--- src/hw/id_config.svh ---
`default_nettype none

`ifndef ID_CONFIG_SVH
`define ID_CONFIG_SVH

// ======================================================================
// Datapath widths
// ======================================================================

`define ID_XLEN       32 // Data and address width
`define ID_REG_AW     5  // Register file address width

// ======================================================================
// Fixed encodings
// ======================================================================

`define ID_INSTR_STEP 4  // Link address increment, no compressed

`endif

`default_nettype wire

--- src/hw/id_pkg.sv ---
`include "id_config.svh"
`default_nettype none

package id_pkg;

	// Major opcodes, anything else decodes as illegal
	typedef enum logic [6:0] {
		OPC_LOAD   = 7'h03,
		OPC_OP_IMM = 7'h13,
		OPC_AUIPC  = 7'h17,
		OPC_STORE  = 7'h23,
		OPC_OP     = 7'h33,
		OPC_LUI    = 7'h37,
		OPC_BRANCH = 7'h63,
		OPC_JAL    = 7'h6f
	} opcode_e;

	typedef enum logic [4:0] {
		ALU_ADD, ALU_SUB, ALU_XOR, ALU_OR, ALU_AND, ALU_SLL, ALU_SRL, ALU_SRA,
		ALU_SLT, ALU_SLTU, ALU_EQ, ALU_NE, ALU_LT, ALU_GE, ALU_LTU, ALU_GEU
	} alu_op_e;

	typedef enum logic [1:0] {OP_A_REG_A, OP_A_PC, OP_A_ZERO} op_a_sel_e;

	typedef enum logic [2:0] {IMM_I, IMM_S, IMM_B, IMM_U, IMM_J, IMM_INCR} imm_sel_e;

	typedef enum logic {ID_FIRST, ID_MULTI} id_state_e;

	typedef enum logic [1:0] {LSU_WORD, LSU_HALF, LSU_BYTE} lsu_type_e;

	typedef struct packed {
		alu_op_e   alu_op;
		op_a_sel_e op_a_sel;
		logic      op_b_is_imm;  // Else register B
		imm_sel_e  imm_sel;
		logic      rf_we;
		logic      rf_ren_a;
		logic      rf_ren_b;
		logic      lsu_req;
		logic      lsu_we;
		lsu_type_e lsu_type;
		logic      lsu_sign_ext;
		logic      branch;
		logic      jump;
		logic      illegal;
	} decode_t;

	typedef struct packed {
		alu_op_e              op;
		logic [`ID_XLEN-1:0] operand_a;
		logic [`ID_XLEN-1:0] operand_b;
	} alu_req_t;

	typedef struct packed {
		logic                req;
		logic                we;
		lsu_type_e           data_type;
		logic                sign_ext;
		logic [`ID_XLEN-1:0] wdata;
	} lsu_req_t;

endpackage

`default_nettype wire

--- src/hw/id_decoder.sv ---
`include "id_config.svh"
`timescale 1ns/1ps
`default_nettype none

module id_decoder import id_pkg::*; (
	input  logic [`ID_XLEN-1:0]   instr_rdata_i,
	input  logic                  instr_first_cycle_i,
	output decode_t               decode_o,
	output logic [`ID_REG_AW-1:0] rf_raddr_a_o,
	output logic [`ID_REG_AW-1:0] rf_raddr_b_o,
	output logic [`ID_REG_AW-1:0] rf_waddr_o
);
	opcode_e    opcode;
	logic [2:0] funct3;
	logic [6:0] funct7;
	decode_t    dec;

	assign opcode = opcode_e'(instr_rdata_i[6:0]);
	assign funct3 = instr_rdata_i[14:12];
	assign funct7 = instr_rdata_i[31:25];

	always_comb begin
		dec          = '0;
		dec.alu_op   = ALU_ADD;
		dec.op_a_sel = OP_A_REG_A;
		dec.imm_sel  = IMM_I;
		dec.lsu_type = LSU_WORD;

		case (opcode)
			OPC_OP: begin
				dec.rf_we    = 1'b1;
				dec.rf_ren_a = 1'b1;
				dec.rf_ren_b = 1'b1;
				case ({funct7, funct3})
					{7'h00, 3'b000}: dec.alu_op = ALU_ADD;
					{7'h20, 3'b000}: dec.alu_op = ALU_SUB;
					{7'h00, 3'b001}: dec.alu_op = ALU_SLL;
					{7'h00, 3'b010}: dec.alu_op = ALU_SLT;
					{7'h00, 3'b011}: dec.alu_op = ALU_SLTU;
					{7'h00, 3'b100}: dec.alu_op = ALU_XOR;
					{7'h00, 3'b101}: dec.alu_op = ALU_SRL;
					{7'h20, 3'b101}: dec.alu_op = ALU_SRA;
					{7'h00, 3'b110}: dec.alu_op = ALU_OR;
					{7'h00, 3'b111}: dec.alu_op = ALU_AND;
					default:         dec.illegal = 1'b1;
				endcase
			end
			OPC_OP_IMM: begin
				dec.rf_we       = 1'b1;
				dec.rf_ren_a    = 1'b1;
				dec.op_b_is_imm = 1'b1;
				case (funct3)
					3'b000: dec.alu_op = ALU_ADD;
					3'b010: dec.alu_op = ALU_SLT;
					3'b011: dec.alu_op = ALU_SLTU;
					3'b100: dec.alu_op = ALU_XOR;
					3'b110: dec.alu_op = ALU_OR;
					3'b111: dec.alu_op = ALU_AND;
					3'b001: begin
						dec.alu_op  = ALU_SLL;
						dec.illegal = (funct7 != 7'h00); // shamt[5] not allowed on RV32
					end
					default: begin
						if (funct7 == 7'h00)      dec.alu_op = ALU_SRL;
						else if (funct7 == 7'h20) dec.alu_op = ALU_SRA;
						else                      dec.illegal = 1'b1;
					end
				endcase
			end
			OPC_LUI, OPC_AUIPC: begin
				dec.rf_we       = 1'b1;
				dec.op_a_sel    = (opcode == OPC_LUI) ? OP_A_ZERO : OP_A_PC;
				dec.op_b_is_imm = 1'b1;
				dec.imm_sel     = IMM_U;
			end
			OPC_LOAD, OPC_STORE: begin
				dec.lsu_req      = 1'b1;
				dec.lsu_we       = (opcode == OPC_STORE);
				dec.rf_we        = (opcode == OPC_LOAD);
				dec.rf_ren_a     = 1'b1;
				dec.rf_ren_b     = (opcode == OPC_STORE);
				dec.op_b_is_imm  = 1'b1;
				dec.imm_sel      = (opcode == OPC_STORE) ? IMM_S : IMM_I;
				dec.lsu_sign_ext = ~funct3[2];
				case (funct3[1:0])
					2'b00:   dec.lsu_type = LSU_BYTE;
					2'b01:   dec.lsu_type = LSU_HALF;
					2'b10:   dec.lsu_type = LSU_WORD;
					default: dec.illegal  = 1'b1;
				endcase
				// Unsigned word and unsigned store do not exist
				if (funct3[2] && (opcode == OPC_STORE || funct3[1]))
					dec.illegal = 1'b1;
			end
			OPC_BRANCH: begin
				dec.branch = 1'b1;
				if (instr_first_cycle_i) begin
					dec.rf_ren_a = 1'b1; // Compare cycle
					dec.rf_ren_b = 1'b1;
				end else begin
					dec.op_a_sel    = OP_A_PC; // Target cycle
					dec.op_b_is_imm = 1'b1;
					dec.imm_sel     = IMM_B;
				end
				case (funct3)
					3'b000:  dec.alu_op = instr_first_cycle_i ? ALU_EQ  : ALU_ADD;
					3'b001:  dec.alu_op = instr_first_cycle_i ? ALU_NE  : ALU_ADD;
					3'b100:  dec.alu_op = instr_first_cycle_i ? ALU_LT  : ALU_ADD;
					3'b101:  dec.alu_op = instr_first_cycle_i ? ALU_GE  : ALU_ADD;
					3'b110:  dec.alu_op = instr_first_cycle_i ? ALU_LTU : ALU_ADD;
					3'b111:  dec.alu_op = instr_first_cycle_i ? ALU_GEU : ALU_ADD;
					default: dec.illegal = 1'b1;
				endcase
			end
			OPC_JAL: begin
				dec.jump        = 1'b1;
				dec.op_a_sel    = OP_A_PC;
				dec.op_b_is_imm = 1'b1;
				dec.imm_sel     = instr_first_cycle_i ? IMM_J : IMM_INCR;
				dec.rf_we       = ~instr_first_cycle_i; // Link in second cycle
			end
			default: dec.illegal = 1'b1;
		endcase

		if (dec.illegal) begin
			dec.rf_we    = 1'b0;
			dec.rf_ren_a = 1'b0;
			dec.rf_ren_b = 1'b0;
			dec.lsu_req  = 1'b0;
			dec.lsu_we   = 1'b0;
			dec.branch   = 1'b0;
			dec.jump     = 1'b0;
		end
	end

	assign decode_o = dec;

	// Idle read ports stay on x0
	assign rf_raddr_a_o = dec.rf_ren_a ? instr_rdata_i[19:15] : '0;
	assign rf_raddr_b_o = dec.rf_ren_b ? instr_rdata_i[24:20] : '0;
	assign rf_waddr_o   = instr_rdata_i[11:7];

endmodule

`default_nettype wire

--- src/hw/id_operand_mux.sv ---
`include "id_config.svh"
`timescale 1ns/1ps
`default_nettype none

module id_operand_mux import id_pkg::*; (
	input  logic [`ID_XLEN-1:0] instr_rdata_i,
	input  logic [`ID_XLEN-1:0] pc_id_i,
	input  logic [`ID_XLEN-1:0] rf_rdata_a_i,
	input  logic [`ID_XLEN-1:0] rf_rdata_b_i,
	input  decode_t             decode_i,
	output alu_req_t            alu_o,
	output logic [`ID_XLEN-1:0] lsu_wdata_o
);
	logic [`ID_XLEN-1:0] imm_i;
	logic [`ID_XLEN-1:0] imm_s;
	logic [`ID_XLEN-1:0] imm_b;
	logic [`ID_XLEN-1:0] imm_u;
	logic [`ID_XLEN-1:0] imm_j;
	logic [`ID_XLEN-1:0] imm_sel;

	// ======================================================================
	// Immediates
	// ======================================================================

	assign imm_i = {{20{instr_rdata_i[31]}}, instr_rdata_i[31:20]};
	assign imm_s = {{20{instr_rdata_i[31]}}, instr_rdata_i[31:25], instr_rdata_i[11:7]};
	assign imm_b = {{19{instr_rdata_i[31]}}, instr_rdata_i[31], instr_rdata_i[7],
	                instr_rdata_i[30:25], instr_rdata_i[11:8], 1'b0};
	assign imm_u = {instr_rdata_i[31:12], 12'b0};
	assign imm_j = {{11{instr_rdata_i[31]}}, instr_rdata_i[31], instr_rdata_i[19:12],
	                instr_rdata_i[20], instr_rdata_i[30:21], 1'b0};

	always_comb begin
		case (decode_i.imm_sel)
			IMM_I:   imm_sel = imm_i;
			IMM_S:   imm_sel = imm_s;
			IMM_B:   imm_sel = imm_b;
			IMM_U:   imm_sel = imm_u;
			IMM_J:   imm_sel = imm_j;
			default: imm_sel = `ID_XLEN'(`ID_INSTR_STEP); // Link increment
		endcase
	end

	// ======================================================================
	// Operand selection
	// ======================================================================

	always_comb begin
		alu_o.op = decode_i.alu_op;
		case (decode_i.op_a_sel)
			OP_A_REG_A: alu_o.operand_a = rf_rdata_a_i;
			OP_A_PC:    alu_o.operand_a = pc_id_i;
			default:    alu_o.operand_a = '0;
		endcase
		alu_o.operand_b = decode_i.op_b_is_imm ? imm_sel : rf_rdata_b_i;
	end

	assign lsu_wdata_o = rf_rdata_b_i; // Store data, unaligned as read

endmodule

`default_nettype wire

--- src/hw/id_ctrl_fsm.sv ---
`include "id_config.svh"
`timescale 1ns/1ps
`default_nettype none

module id_ctrl_fsm import id_pkg::*; (
	input  logic    clk_i,
	input  logic    rst_ni,
	input  logic    instr_valid_i,
	input  decode_t decode_i,
	input  logic    branch_decision_i,
	input  logic    lsu_resp_valid_i,
	output logic    instr_first_cycle_o,
	output logic    pc_set_o,
	output logic    instr_id_done_o,
	output logic    id_in_ready_o,
	output logic    rf_we_o,
	output logic    lsu_req_o
);
	id_state_e state_q;
	id_state_e state_d;
	logic      exec;
	logic      stall;
	logic      pc_set;

	assign exec                = instr_valid_i & ~decode_i.illegal;
	assign instr_first_cycle_o = instr_valid_i & (state_q == ID_FIRST);

	// ======================================================================
	// Issue FSM
	// ======================================================================

	always_comb begin
		state_d = state_q;
		stall   = 1'b0;
		pc_set  = 1'b0;
		if (exec) begin
			case (state_q)
				ID_FIRST: begin
					if (decode_i.lsu_req) begin
						state_d = ID_MULTI; // Response never in request cycle
						stall   = 1'b1;
					end else if (decode_i.branch) begin
						if (branch_decision_i) begin
							state_d = ID_MULTI;
							stall   = 1'b1;
						end
					end else if (decode_i.jump) begin
						state_d = ID_MULTI;
						stall   = 1'b1;
						pc_set  = 1'b1; // Jump target first
					end
				end
				default: begin
					if (decode_i.lsu_req && !lsu_resp_valid_i) begin
						stall = 1'b1; // Wait for memory
					end else begin
						state_d = ID_FIRST;
						pc_set  = decode_i.branch; // Taken branch target
					end
				end
			endcase
		end
	end

	always_ff @(posedge clk_i or negedge rst_ni) begin
		if (!rst_ni) begin
			state_q <= ID_FIRST;
		end else begin
			state_q <= state_d;
		end
	end

	assign instr_id_done_o = instr_valid_i & ~stall;
	assign id_in_ready_o   = instr_id_done_o | ~instr_valid_i;
	assign pc_set_o        = pc_set;
	assign rf_we_o         = exec & decode_i.rf_we & ~stall; // Write on completion only
	assign lsu_req_o       = exec & decode_i.lsu_req & instr_first_cycle_o;

endmodule

`default_nettype wire

--- src/hw/id_stage.sv ---
`include "id_config.svh"
`timescale 1ns/1ps
`default_nettype none

module id_stage import id_pkg::*; (
	input  logic                  clk_i,
	input  logic                  rst_ni,
	input  logic                  instr_valid_i,
	input  logic [`ID_XLEN-1:0]   instr_rdata_i,
	input  logic [`ID_XLEN-1:0]   pc_id_i,
	input  logic                  branch_decision_i,
	input  logic                  lsu_resp_valid_i,
	input  logic [`ID_XLEN-1:0]   rf_rdata_a_i,
	input  logic [`ID_XLEN-1:0]   rf_rdata_b_i,
	output logic [`ID_REG_AW-1:0] rf_raddr_a_o,
	output logic [`ID_REG_AW-1:0] rf_raddr_b_o,
	output logic [`ID_REG_AW-1:0] rf_waddr_o,
	output logic                  rf_we_o,
	output alu_req_t              alu_o,
	output lsu_req_t              lsu_o,
	output logic                  illegal_insn_o,
	output logic                  id_in_ready_o,
	output logic                  instr_id_done_o,
	output logic                  pc_set_o
);
	decode_t             decode;
	logic                instr_first_cycle;
	logic                lsu_req;
	logic [`ID_XLEN-1:0] lsu_wdata;

	id_decoder id_decoder_i (
		.instr_rdata_i      (instr_rdata_i),
		.instr_first_cycle_i(instr_first_cycle),
		.decode_o           (decode),
		.rf_raddr_a_o       (rf_raddr_a_o),
		.rf_raddr_b_o       (rf_raddr_b_o),
		.rf_waddr_o         (rf_waddr_o)
	);

	id_operand_mux id_operand_mux_i (
		.instr_rdata_i(instr_rdata_i),
		.pc_id_i      (pc_id_i),
		.rf_rdata_a_i (rf_rdata_a_i),
		.rf_rdata_b_i (rf_rdata_b_i),
		.decode_i     (decode),
		.alu_o        (alu_o),
		.lsu_wdata_o  (lsu_wdata)
	);

	id_ctrl_fsm id_ctrl_fsm_i (
		.clk_i              (clk_i),
		.rst_ni             (rst_ni),
		.instr_valid_i      (instr_valid_i),
		.decode_i           (decode),
		.branch_decision_i  (branch_decision_i),
		.lsu_resp_valid_i   (lsu_resp_valid_i),
		.instr_first_cycle_o(instr_first_cycle),
		.pc_set_o           (pc_set_o),
		.instr_id_done_o    (instr_id_done_o),
		.id_in_ready_o      (id_in_ready_o),
		.rf_we_o            (rf_we_o),
		.lsu_req_o          (lsu_req)
	);

	assign lsu_o = '{
		req:       lsu_req,
		we:        decode.lsu_we,
		data_type: decode.lsu_type,
		sign_ext:  decode.lsu_sign_ext,
		wdata:     lsu_wdata
	};

	assign illegal_insn_o = instr_valid_i & decode.illegal;

endmodule

`default_nettype wire

--- config.mk ---
export PLATFORM = sky130hd
export DESIGN_NAME = id_stage
export DESIGN_NICKNAME = d
export VERILOG_FILES = /design/src/hw/id_pkg.sv /design/src/hw/id_decoder.sv /design/src/hw/id_operand_mux.sv /design/src/hw/id_ctrl_fsm.sv /design/src/hw/id_stage.sv
export VERILOG_INCLUDE_DIRS = /design/src /design/src/hw
export SDC_FILE = /design/constraint.sdc
export NUM_CORES = 1
export LEC_CHECK = 0
export BUFFER_PORTS_ARGS = -buffer_cell sky130_fd_sc_hd__buf_2
export CELL_PAD_IN_SITES_DETAIL_PLACEMENT = 0
export CELL_PAD_IN_SITES_GLOBAL_PLACEMENT = 1
export CORE_ASPECT_RATIO = 1.5
export CORE_UTILIZATION = 19
export CTS_CLUSTER_DIAMETER = 200
export DETAILED_ROUTE_END_ITERATION = 7
export PLACE_DENSITY = 0.84
export SLEW_MARGIN = 20
export SYNTH_ARGS = -nofsm -noshare
export SYNTH_HDL_FRONTEND = slang
export SYNTH_SLANG_ARGS = --single-unit
--- constraint.sdc ---
create_clock -name clk_i -period 4.1 [get_ports clk_i]
set_input_delay 1.025 -clock clk_i [delete_from_list [all_inputs] [get_ports clk_i]]
set_output_delay 1.025 -clock clk_i [all_outputs]
set_load 0.02 [all_outputs]
== After elaboration in Yosys (flattened, before gate mapping) ==
Cells that the tools add are included.
Cells by class
  equal/unequal tests: 32
  mux-type cells: 54
  bitwise operators: 15
  reduce and logical (&&, ||, !) cells: 21
Operators with widths (count)
  $pmux W32 S5: 1
  $pmux W32 S2: 1
  $eq A10 B3 Y1 const B: 4
  $pmux W4 S9: 1
  $pmux W5 S7: 1
  $mux W32: 1
  $pmux W5 S6: 1
  $eq A7 B6 Y1 const B: 4
  $mux W5: 5
  $mux W4: 6
  $mux W1: 22
  $eq A10 B2 Y1 const B: 2
  $eq A10 B9 Y1 const B: 2
  $reduce_or A6 Y1: 3
  $eq A3 B3 Y1 const B: 5
  $pmux W5 S3: 1
  $eq A7 B5 Y1 const B: 2
  $eq A7 B7 Y1 const B: 2
  $eq A3 B2 Y1 const B: 4
  $pmux W3 S4: 1
  $eq A10 B1 Y1 const B: 1
  $logic_not A10 Y1: 1
  $reduce_or A10 Y1: 1
  $and A1 B1 Y1: 8
  23 further kinds: 42
Storage, ports and cells
  flip-flop bits (word level): 1
  input port bits: 133
  output and inout port bits: 126
  logic and storage cells: 123

== Depth between registers and ports, before layout ==
Gate-level depths: netlist (run 1).
  depth in word-level cells: 14
  gate-level depth with buffers: 9
  depth with buffers taken out: 6

== By module ==
A second synthesis (run 1) with hierarchy kept.
Second synthesis, totals
  cells, all modules: 348
  area, all modules: 2379.8 sq um
Modules (own cells, without submodules)
  id_operand_mux: times used 1, cells each 199, area each 1376.3 sq um, seq. area each 0.0 sq um
  id_decoder: times used 1, cells each 131, area each 845.8 sq um, seq. area each 0.0 sq um
  id_ctrl_fsm: times used 1, cells each 16, area each 143.9 sq um, seq. area each 25.0 sq um
  id_stage: times used 1, cells each 2, area each 13.8 sq um, seq. area each 0.0 sq um

== Worst setup path before layout (run 1) ==
No wires, ideal clock.
  path type: in2out
  start: in instr_rdata_i[31]
  end: out rf_we_o
  arrival: 3000 ps
  required time: 3075 ps
  setup slack: 75 ps
  cell stages on the path: 6
  path buffers: 0
  path through: nor4_1 > and2_2 > a21boi_1 > or4_4 > or2_4 > a211oi_1
Between the ends
  longest elaborated chain between the ends: 13
  elaborated cells on any way between the ends: 33
  classes of those cells: 10 x eq/ne; 13 x mux; 5 x bitwise; 5 x reduce/logical
Ends and longest elaborated chain
  start, declared: line id_stage.sv:9  | input logic [`ID_XLEN-1:0] instr_rdata_i,
  $eq A7 B6 Y1: line id_decoder.sv:65  | else if (funct7 == 7'h20) dec.alu_op = ALU_SRA;
  $mux W1: line id_decoder.sv:65
  $mux W1: line id_decoder.sv:64  | if (funct7 == 7'h00) dec.alu_op = ALU_SRL;
  $pmux W1 S2: line id_decoder.sv:52  | case (funct3)
  $pmux W1 S5 *: line id_decoder.sv:29  | case (opcode)
  $mux W2: line id_decoder.sv:125  | if (dec.illegal) begin
  $mux W1: line id_ctrl_fsm.sv:47  | end else if (decode_i.jump) begin
  $mux W1: line id_ctrl_fsm.sv:42  | end else if (decode_i.branch) begin
  $mux W1: line id_ctrl_fsm.sv:39  | if (decode_i.lsu_req) begin
  $mux W1: line id_ctrl_fsm.sv:37  | case (state_q)
  $mux W1: line id_ctrl_fsm.sv:36  | if (exec) begin
  $not A1 Y1: line id_ctrl_fsm.sv:76  | assign rf_we_o = exec & decode_i.rf_we & ~stall;
  $and A1 B1 Y1 *: line id_ctrl_fsm.sv:76
  end, declared: line id_stage.sv:18  | output logic rf_we_o,
Every way passes the cells marked *; elsewhere a longest branch is shown, timed or not.

== Final worst setup path (run 1) ==
Same ends and word-level chain as after synthesis.

==> results of run 1 <==
[cell usage after synthesis, drive strengths merged, types with 2 or more instances]
| cell type | number | area, sq um |
|---|---|---|
| a211oi | 4 | 42.54 |
| a21o | 2 | 15.01 |
| a21oi | 31 | 155.2 |
| a22o | 33 | 289.0 |
| a31oi | 2 | 12.51 |
| and2 | 9 | 57.56 |
| and3 | 9 | 56.30 |
| buf | 54 | 369.1 |
| clkbuf | 11 | 41.29 |
| inv | 7 | 26.28 |
| nand2 | 50 | 187.7 |
| nand2b | 3 | 18.77 |
| nand3 | 2 | 10.01 |
| nand3b | 2 | 15.01 |
| nor2 | 24 | 90.09 |
| nor2b | 5 | 31.28 |
| nor3 | 7 | 40.04 |
| nor3b | 4 | 30.03 |
| nor4 | 4 | 25.02 |
| nor4bb | 2 | 20.02 |
| o211a | 2 | 20.02 |
| o21ai | 22 | 110.1 |
| o31ai | 15 | 112.6 |
[area by class of cell]
cell class	instances	area share, %
timing repair buffer	288	47.28
tap	117	4.359
sequential	1	0.7452
inverter	7	0.7824
multi-input combinational	252	46.83
[routing by layer]
metal	GRT usage, %	up-vias
met3	2.778	11
met2	35.06	190
met5	0	-
li1	-	1594
met1	14.20	1458
met4	3.431	0
[worst max-delay path: cells and delay by family]
kind / cells / cell delay [ns]
compound gates: 2 / 0.45
buf+inv: 3 / 0.44
simple gates: 4 / 1.14
[cells in the final DEF, fill, tap and decap left out, types with 3 or more instances in the layout]
cell	n
buf_2	245
nand2_1	49
buf_4	35
a22o_1	33
a21oi_1	29
nor2_1	24
o21ai_0	22
o31ai_1	15
and2_1	8
inv_1	7
and3_1	7
buf_6	7
nor2b_1	5
nor3b_1	4
nor3_1	4
nand2b_1	3
nor3_2	3
nor4_1	3
[cells by family (layout without fill, tap and decap cells)]
| family | Yosys count | count (layout) | share of synthesized area, % |
|---|---|---|---|
| xor gates and xnor gates | 1 | 1 | 0.4409 |
| and+or+nand+nor | 125 | 125 | 31.05 |
| DFF | 1 | 1 | 1.259 |
| muxes | 3 | 3 | 2.393 |
| buffers and inverters | 72 | 295 | 21.98 |
| other | 1 | 1 | 0.1887 |
| AOI/OAI and AO/OA | 122 | 122 | 42.70 |
[through the flow]
step	power, W	hold slack [ns]	utilization [%]	TNS (ns)
after global routing	0.0003870	0.6865	33.14	-0.01461
after detailed placement	0.0003568	0.6317	32.25	-0.6260
after floorplan	0.0002211	0.5822	-	0
after CTS	0.0003581	0.6330	32.38	-0.002528
after global placement	0.0003534	0.6239	32.25	-0.9342
final	0.0003593	0.6335	33.14	0
[power by group]
| group | switching [W] | internal (W) |
|---|---|---|
| Clock | 0 | 0 |
| Combinational | 0.000203 | 0.000145 |
| Sequential | 0.000000649 | 0.0000104 |
| Total | 0.000204 | 0.000155 |
[worst max-delay path by stage]
stage / from / to / slack (ns)
2_1_floorplan: instr_rdata_i[31] / rf_we_o / 0.08
3_3_place_gp: instr_rdata_i[31] / rf_raddr_b_o[3] / -0.12
3_5_place_dp: instr_rdata_i[31] / rf_raddr_b_o[3] / -0.09
4_1_cts: instr_rdata_i[31] / pc_set_o / -0.003
5_1_grt: instr_rdata_i[0] / alu_o[28] / -0.007
6_report: instr_rdata_i[31] / rf_we_o / 0.04
[repair_timing]
item | 4_1_cts | 5_1_grt
endpoints found under the setup margin | 13 | 60
pin swaps | 1 | 0
cloned | 0 | 0
hold endpoints to repair | 0 | 0
hold buffers | 0 | 0
gates resized for setup | 3 | 23
==> flow_summary.yaml, run 1 <==
outcome:
  status: "completed"
routing:
  drc_errors: 0
  wl_mm: 9.621
  first_iter_violations: 163
  met2RoutedLength_mm: 5.370
  routed_via_density: 4.892
  via_count: 3253
  first_pass_iters: 4
  drt-met1-wl_mm: 3.213
  highest_layer: "met4"
  ant_nets: 0
  met3WireLength_um: 822
  wl_per_cell_um: 14.47
cells_and_area:
  nNetsFinal: 683
  seq_area_sq_um: 25.02
  top_register: "id_ctrl_fsm_i.state_q"
  n_fill_cell: 1103
  diodes: 0
  stdcell_area_sq_mm: 0.003358
  largest_reg_flops: 1
  layout-drive-gt1-share_pct: 56.02
  syn2layout_area_growth_pct: 69.02
  largestRegisters: "id_ctrl_fsm_i.state_q: 1 flops"
  multi_input_area_sq_mm: 0.001573
  final-instance-count-excl-fill: 665
worst_setup_path:
  cp.arrival_ns: 3.04
  reg2reg_from: "id_ctrl_fsm_i.state_q"
  end_kind: "output pin"
  cp_max_fo: 3
  worstSetupPathType: "primary input to output pin"
  cp-start-kind: "primary input"
  crit_chain: "buf_6 > nor4_4 > buf_4 > nand2_2 > o211a_1 > or4_4 > or2_4 > a211oi_2 > buf_4"
  max_stage_delay_ns: 0.53
  ff2ff_path_depth: 4
  r2r_end: "id_ctrl_fsm_i.state_q"
  cp_common_cell: "buf_4"
  worstPathRequired_ns: 3.07
  r2r_setup_slack_ns: 2.95
  critPathSlowestCell: "or4_4"
sta:
  worst_slack_ns: 0.03925
  finalHoldViolCount: 0
  drv_slew: 0
  fin_crit_sh_pct: 99.04
  max_freq_mhz: 246.3
  worst_pin_slew_ns: 0.7183
  fin_crit_ns: 4.061
  rsz0062_at_grt: "true"
  setup_viol: 0
  skew_ns: 0
  maxSlewHeadroom_pct: 51.94
floorplanning:
  initial_core_util_pct: 19.60
  dieArea_sq_mm: 0.01088
  ios: 259
  core_sq_mm: 0.01013
  rows: 45
  die_y_um: 127.2
  die_x_um: 85.50
synthesis:
  ys_async_sr_fraction_pct: 100.0
  yosysSeqAreaShare_pct: 1.259
  yosysWarnings: 0
  syn-num-nets: 458
  syn_area_sq_mm: 0.001987
  synth_cells: 325
  avgSynthCellArea_sq_um: 6.114
  synth_top_flop_cell: "dfrtp_1"
  ys_types: 49
  synth_edf_count: 0
  synth-seq-cells: 1
hold_path:
  min_path_type: "flop to flop"
  hp-start: "id_ctrl_fsm_i.state_q"
  worstHoldEndpoint: "id_ctrl_fsm_i.state_q"
  hold_path_depth: 1
pwr:
  ir_drop_uv: 60.90
  power_per_cell_area_mw_per_mm2: 107.0
  p_leak_nw: 1.892
placement:
  place_area_sq_mm: 0.003268
  dp.cells: 665
  place_congestion: 0.8809
  dp.final_hpwl_mm: 8.434
  place_ws_ns: -0.08633
  portBuffers: 257
grt:
  overflow: 0
  antenna_found_initial: 0
  grt_pass1_vias: 3098
  track_usage_pct: 15.90
  grt_pass1_wl_mm: 14.09
  grt_max_degree: 35
run:
  drv_cap: 0
clock_network:
  post-cts-setup-buffers: 0
  insertion_delay_ns: 0
  cts.clk_slew.worst_paths_ns: 0
No activity file was read; power rests on OpenSTA's default activity.
==> run 2: changes to the inputs <==
--- a/config.mk
+++ b/config.mk
@@ -9,3 +9,3 @@
 export BUFFER_PORTS_ARGS = -buffer_cell sky130_fd_sc_hd__buf_2
-export CELL_PAD_IN_SITES_DETAIL_PLACEMENT = 0
+export CELL_PAD_IN_SITES_DETAIL_PLACEMENT = 1
 export CELL_PAD_IN_SITES_GLOBAL_PLACEMENT = 1
==> constraint.sdc (replaced) <==
create_clock -name clk_i -period 4.1 [get_ports clk_i]
set_input_delay 0.82 -clock clk_i [delete_from_list [all_inputs] [get_ports clk_i]]
set_output_delay 0.82 -clock clk_i [all_outputs]
set_load 0.02 [all_outputs]
==> run 2 against run 1 <==
Effect of this change: sequential cell count stayed put; critical path depth stayed put; worst setup slack better by 0.12 ns; fmax is 3.1% higher; global-route usage is 1.6 points higher; clock skew stayed put; die area stayed put; total power is 2.6% lower; final cell count is 2.7% lower; worst hold slack worse by 0.037 ns; sequential share of layout area is 0.057 points higher.
==> flow_summary.yaml, run 2 (same netlist as run 1, synthesis figures left out) <==
outcome:
  status: "completed"
floorplanning:
  ios: 259
  dieArea_sq_mm: 0.01088
  die_y_um: 127.2
  initial_core_util_pct: 19.60
  die_x_um: 85.50
  core_sq_mm: 0.01013
  rows: 45
routing:
  routed_via_density: 5.031
  ant_nets: 0
  first_pass_iters: 4
  wl_mm: 10.50
  wl_per_cell_um: 16.23
  first_iter_violations: 96
  drc_errors: 0
  via_count: 3255
cells_and_area:
  layout-drive-gt1-share_pct: 53.40
  syn2layout_area_growth_pct: 57.05
  top_register: "id_ctrl_fsm_i.state_q"
  final-instance-count-excl-fill: 647
  largest_reg_flops: 1
  layout_commonest_cell: "buf_2"
  nNetsFinal: 665
  mostFrequentLayoutCells: "buf_2, nand2_1, a22o_1"
  largestRegisters: "id_ctrl_fsm_i.state_q: 1 flops"
  diodes: 0
sta:
  worst_pin_slew_ns: 0.7015
  setup_viol: 0
  finalSetupTns_ns: 0
  hold-worst-slack_ns: 0.5966
  drv_slew: 0
  fin_crit_sh_pct: 96.06
  rsz0062_at_grt: "false"
  max_freq_mhz: 253.9
  fin_crit_ns: 3.938
  maxSlewHeadroom_pct: 52.98
  skew_ns: 0
  finalHoldViolCount: 0
placement:
  dp.final_hpwl_mm: 9.073
  place_congestion: 0.8396
  dp.cells: 647
  portBuffers: 257
hold_path:
  min_path_type: "primary input to async pin"
worst_setup_path:
  cp_max_fo: 5
  end_kind: "output pin"
  worstSetupPathType: "primary input to output pin"
  cp-start-kind: "primary input"
  cp.arrival_ns: 3.12
  r2r_setup_slack_ns: 2.92
  ff2ff_path_depth: 4
  reg2reg_from: "id_ctrl_fsm_i.state_q"
  worstPathRequired_ns: 3.28
  r2r_end: "id_ctrl_fsm_i.state_q"
pwr:
  internal-power_w: 0.0001455
  p_clk_share_pct: 0
  switching_power_w: 0.0002043
  power_per_cell_area_mw_per_mm2: 112.1
  p_leak_nw: 1.791
  ir_drop_uv: 49.03
  p_comb_share_pct: 96.8
  p_sw_share_pct: 58.42
  power.share.sequential_pct: 3.2
clock_network:
  holdBufCountCts: 0
  cts.clk_slew.worst_paths_ns: 0
  post-cts-setup-buffers: 0
  cts_resized: 0
  insertion_delay_ns: 0
grt:
  track_usage_pct: 17.51
  antenna_found_initial: 0
  grt_pass1_wl_mm: 15.59
  grt_pass1_vias: 3215
  grt_max_degree: 35
  overflow: 0
run:
  drv_cap: 0
-- run 2: cell count changes in the layout (fill, tap and decap cells not counted), sizes merged --
cell / previous run / this run
buf: 288 / 270
-- run 2: worst max-delay path: stages --
cell and delay [ns]:
buf_2 0.11, nor4_1 0.40, and2_2 0.28, a21boi_1 0.08
or4_4 0.56, buf_4 0.17, or2_4 0.24, a211oi_1 0.24
buf_2 0.21
-- run 2: routing by layer --
layer,share of wire [%],track usage (%),up-vias
li1,-,-,1557
met1,33,16.23,1518
met2,57,37.84,168
met3,8.1,3.359,12
met4,2.0,3.431,0
met5,0,0,-
-- run 2: worst max-delay path by stage --
| stage | from | end | slack [ns] | depth (start not counted) |
|---|---|---|---|---|
| 3_5_place_dp | instr_rdata_i[27] | rf_we_o | 0.19 | 9 |
| 2_1_floorplan | instr_rdata_i[31] | rf_we_o | 0.49 | 6 |
| 3_3_place_gp | instr_rdata_i[31] | rf_we_o | 0.22 | 9 |
| 4_1_cts | instr_rdata_i[31] | rf_we_o | 0.19 | 9 |
| 6_report | instr_rdata_i[27] | rf_we_o | 0.16 | 9 |
| 5_1_grt | instr_rdata_i[0] | alu_o[18] | 0.11 | 7 |
-- run 2: cell type report --
class	instances	area (sq um)
sequential	1	25.02
inverter	7	26.28
timing repair buffer	270	1384
tap	117	146.4
multi-input combinational	252	1539
fill	1387	7014
-- run 2: power groups by stage --
| stage | Sequential, W | Combinational [W] | Clock (W) |
|---|---|---|---|
| 3_5_place_dp | 0.0000111 | 0.000341 | 0 |
| 5_1_grt | 0.0000113 | 0.000366 | 0 |
| 2_1_floorplan | 0.0000109 | 0.000210 | 0 |
| 6_report | 0.0000111 | 0.000339 | 0 |
| 4_1_cts | 0.0000111 | 0.000342 | 0 |
| 3_3_place_gp | 0.0000111 | 0.000333 | 0 |
-- run 2: per-stage QoR --
stage / setup WS (ns) / utilization [%] / area, sq um / total power, W
global placement: 0.2245 / 30.79 / 3120 / 0.0003439
CTS: 0.1898 / 30.79 / 3120 / 0.0003529
detailed placement: 0.1942 / 30.79 / 3120 / 0.0003517
floorplan: 0.4854 / - / 1987 / 0.0002211
finish: 0.1615 / 30.79 / 3120 / 0.0003498
global route: 0.1056 / 30.79 / 3120 / 0.0003774
==> run 3: changes to the inputs <==
CORE_UTILIZATION = 22   (was 19)
CTS_CLUSTER_SIZE = 12   (was unset)
SYNTH_HIERARCHICAL = 1   (was unset)
==> run 3 against run 2 <==
Effect of this change: global-route usage rose by 1.5 points; sequential share of layout area shrank 0.097 points; area after synthesis is 19% higher; first-iteration DRC count increased by 91%; register-to-register slack gained 0.34 ns; fmax is 2.3% higher; via count rose by 7.5%; highest routed layer unchanged.
==> flow_summary.yaml, run 3 <==
worst_setup_path:
  worstPathRequired_ns: 3.28
  worstSetupPathType: "primary input to output pin"
  end_kind: "output pin"
  crit_family: "compound AO/OA/AOI/OAI gates"
  path_buf_inv: 3
  critPathSlowestCell: "a21oi_1"
  crit_chain: "buf_2 > nand3b_1 > nor3_1 > o21ai_0 > a21oi_1 > buf_4 > nand3b_1 > a21oi_4 > a221o_1 > buf_2"
  r2r_setup_slack_ns: 3.26
  cp_max_fo: 10
  cp-start-kind: "primary input"
  cp.arrival_ns: 3.03
  max_stage_delay_ns: 0.38
hold_path:
  min_path_type: "primary input to async pin"
floorplanning:
  ios: 259
  die_x_um: 86.56
  die_y_um: 128.8
  rows: 46
  core_sq_mm: 0.01053
  initial_core_util_pct: 22.40
  dieArea_sq_mm: 0.01115
clock_network:
  holdBufCountCts: 0
  cts.clk_slew.worst_paths_ns: 0
  insertion_delay_ns: 0
  post-cts-setup-buffers: 0
  cts_resized: 0
sta:
  hold-worst-slack_ns: 0.5983
  fin_crit_ns: 3.850
  finalSetupTns_ns: 0
  worst_pin_slew_ns: 0.6109
  skew_ns: 0
  maxSlewHeadroom_pct: 58.96
  setup_viol: 0
  fin_crit_sh_pct: 93.91
  rsz0062_at_grt: "false"
  finalHoldViolCount: 0
  max_freq_mhz: 259.7
  drv_slew: 0
  worst_slack_ns: 0.2498
routing:
  wl_mm: 11.90
  via_count: 3500
  ant_nets: 0
  first_iter_violations: 183
  drc_errors: 0
  first_pass_iters: 4
  wl_per_cell_um: 17.00
  routed_via_density: 5.000
pwr:
  p_leak_nw: 1.754
  p_clk_share_pct: 0
  switching_power_w: 0.0002106
  power_per_cell_area_mw_per_mm2: 100.8
  p_comb_share_pct: 97.0
  internal-power_w: 0.0001471
  ir_drop_uv: 32.95
  power.share.sequential_pct: 3.0
  p_sw_share_pct: 58.86
cells_and_area:
  multi_input_area_sq_mm: 0.001862
  top_register: "id_ctrl_fsm_i/state_q"
  mostFrequentLayoutCells: "buf_2, nor2_1, mux2i_1"
  syn2layout_area_growth_pct: 50.37
  seq_area_sq_um: 25.02
  largest_reg_flops: 1
  final-instance-count-excl-fill: 700
  largestRegisters: "id_ctrl_fsm_i/state_q: 1 flops"
  nNetsFinal: 687
  layout_commonest_cell: "buf_2"
  n_fill_cell: 1421
  layout-drive-gt1-share_pct: 53.80
grt:
  grt_max_degree: 33
  antenna_found_initial: 4
  track_usage_pct: 19.03
  grt_pass1_vias: 3359
  grt_pass1_wl_mm: 16.68
  overflow: 0
synthesis:
  yosysWarnings: 6
  synth_cells: 346
  syn_area_sq_mm: 0.002360
  syn-num-nets: 479
  avgSynthCellArea_sq_um: 6.820
outcome:
  status: "completed"
run:
  drv_cap: 0
placement:
  portBuffers: 257
  place_ws_ns: 0.2744
  dp.final_hpwl_mm: 10.49
  dp.cells: 696
  place_congestion: 0.9273
run 3: cell count changes in the layout (fill, tap and decap cells not counted), moves of 5 or more:
cell and change:
a211o_1 +13, a21oi_1 -14, a221o_1 +8, a22o_1 -33
and2_1 -6, mux2i_1 +32, nand2_1 -33, nor2_1 +29
nor3_1 +10, o2111ai_1 +5, o21ai_0 -13, o2bb2ai_1 +7
o31ai_1 -13
run 3: layout make-up:
cell class	count	share of cell area (%)
diodes	4	0.2821
inverters	10	1.058
multi-input cells	266	52.47
flip-flops and latches	1	0.7052
well taps	144	5.078
repair buffers	275	40.41
run 3: path summary, 6_finish.rpt:
check | start | end | cells past startpoint
worst min register to register | id_ctrl_fsm_i/state_q | id_ctrl_fsm_i/state_q | 1
min in group clk_i | id_ctrl_fsm_i/state_q | id_ctrl_fsm_i/state_q | 1
worst max register to register | id_ctrl_fsm_i/state_q | id_ctrl_fsm_i/state_q | 2
worst max-delay path | instr_rdata_i[4] | alu_o[17] | 10
max in group asynchronous | rst_ni | id_ctrl_fsm_i/state_q | 1
worst min-delay path | rst_ni | id_ctrl_fsm_i/state_q | 1
run 3: worst register-to-register path, delay by kind of cell (launching register included):
family	cells	cell delay, ns
DFF	1	0.42
AOI/OAI and AO/OA	2	0.28
run 3: per-stage QoR:
stage                power, W  util [%]  instance area [sq um]
CTS                 0.0003588     33.59                   3538
global route        0.0003810     33.67                   3546
global placement    0.0003511     33.59                   3538
detailed placement  0.0003574     33.59                   3538
floorplan           0.0002239         -                   2360
finish              0.0003577     33.69                   3548
run 3: layer usage:
layer  share of wire [%]  track usage [%]
met4                 1.1            3.137
met3                 9.1            3.271
met5                   0                0
met1                  33            16.89
met2                  57            42.62
run 3: power by group through the flow:
stage / sequential, W / clock (W) / combinational (W)
floorplan: 0.0000107 / 0 / 0.000213
global placement: 0.0000108 / 0 / 0.000340
detailed placement: 0.0000109 / 0 / 0.000347
CTS: 0.0000109 / 0 / 0.000348
global route: 0.0000110 / 0.0000000000979 / 0.000370
finish: 0.0000109 / 0.000000000131 / 0.000347
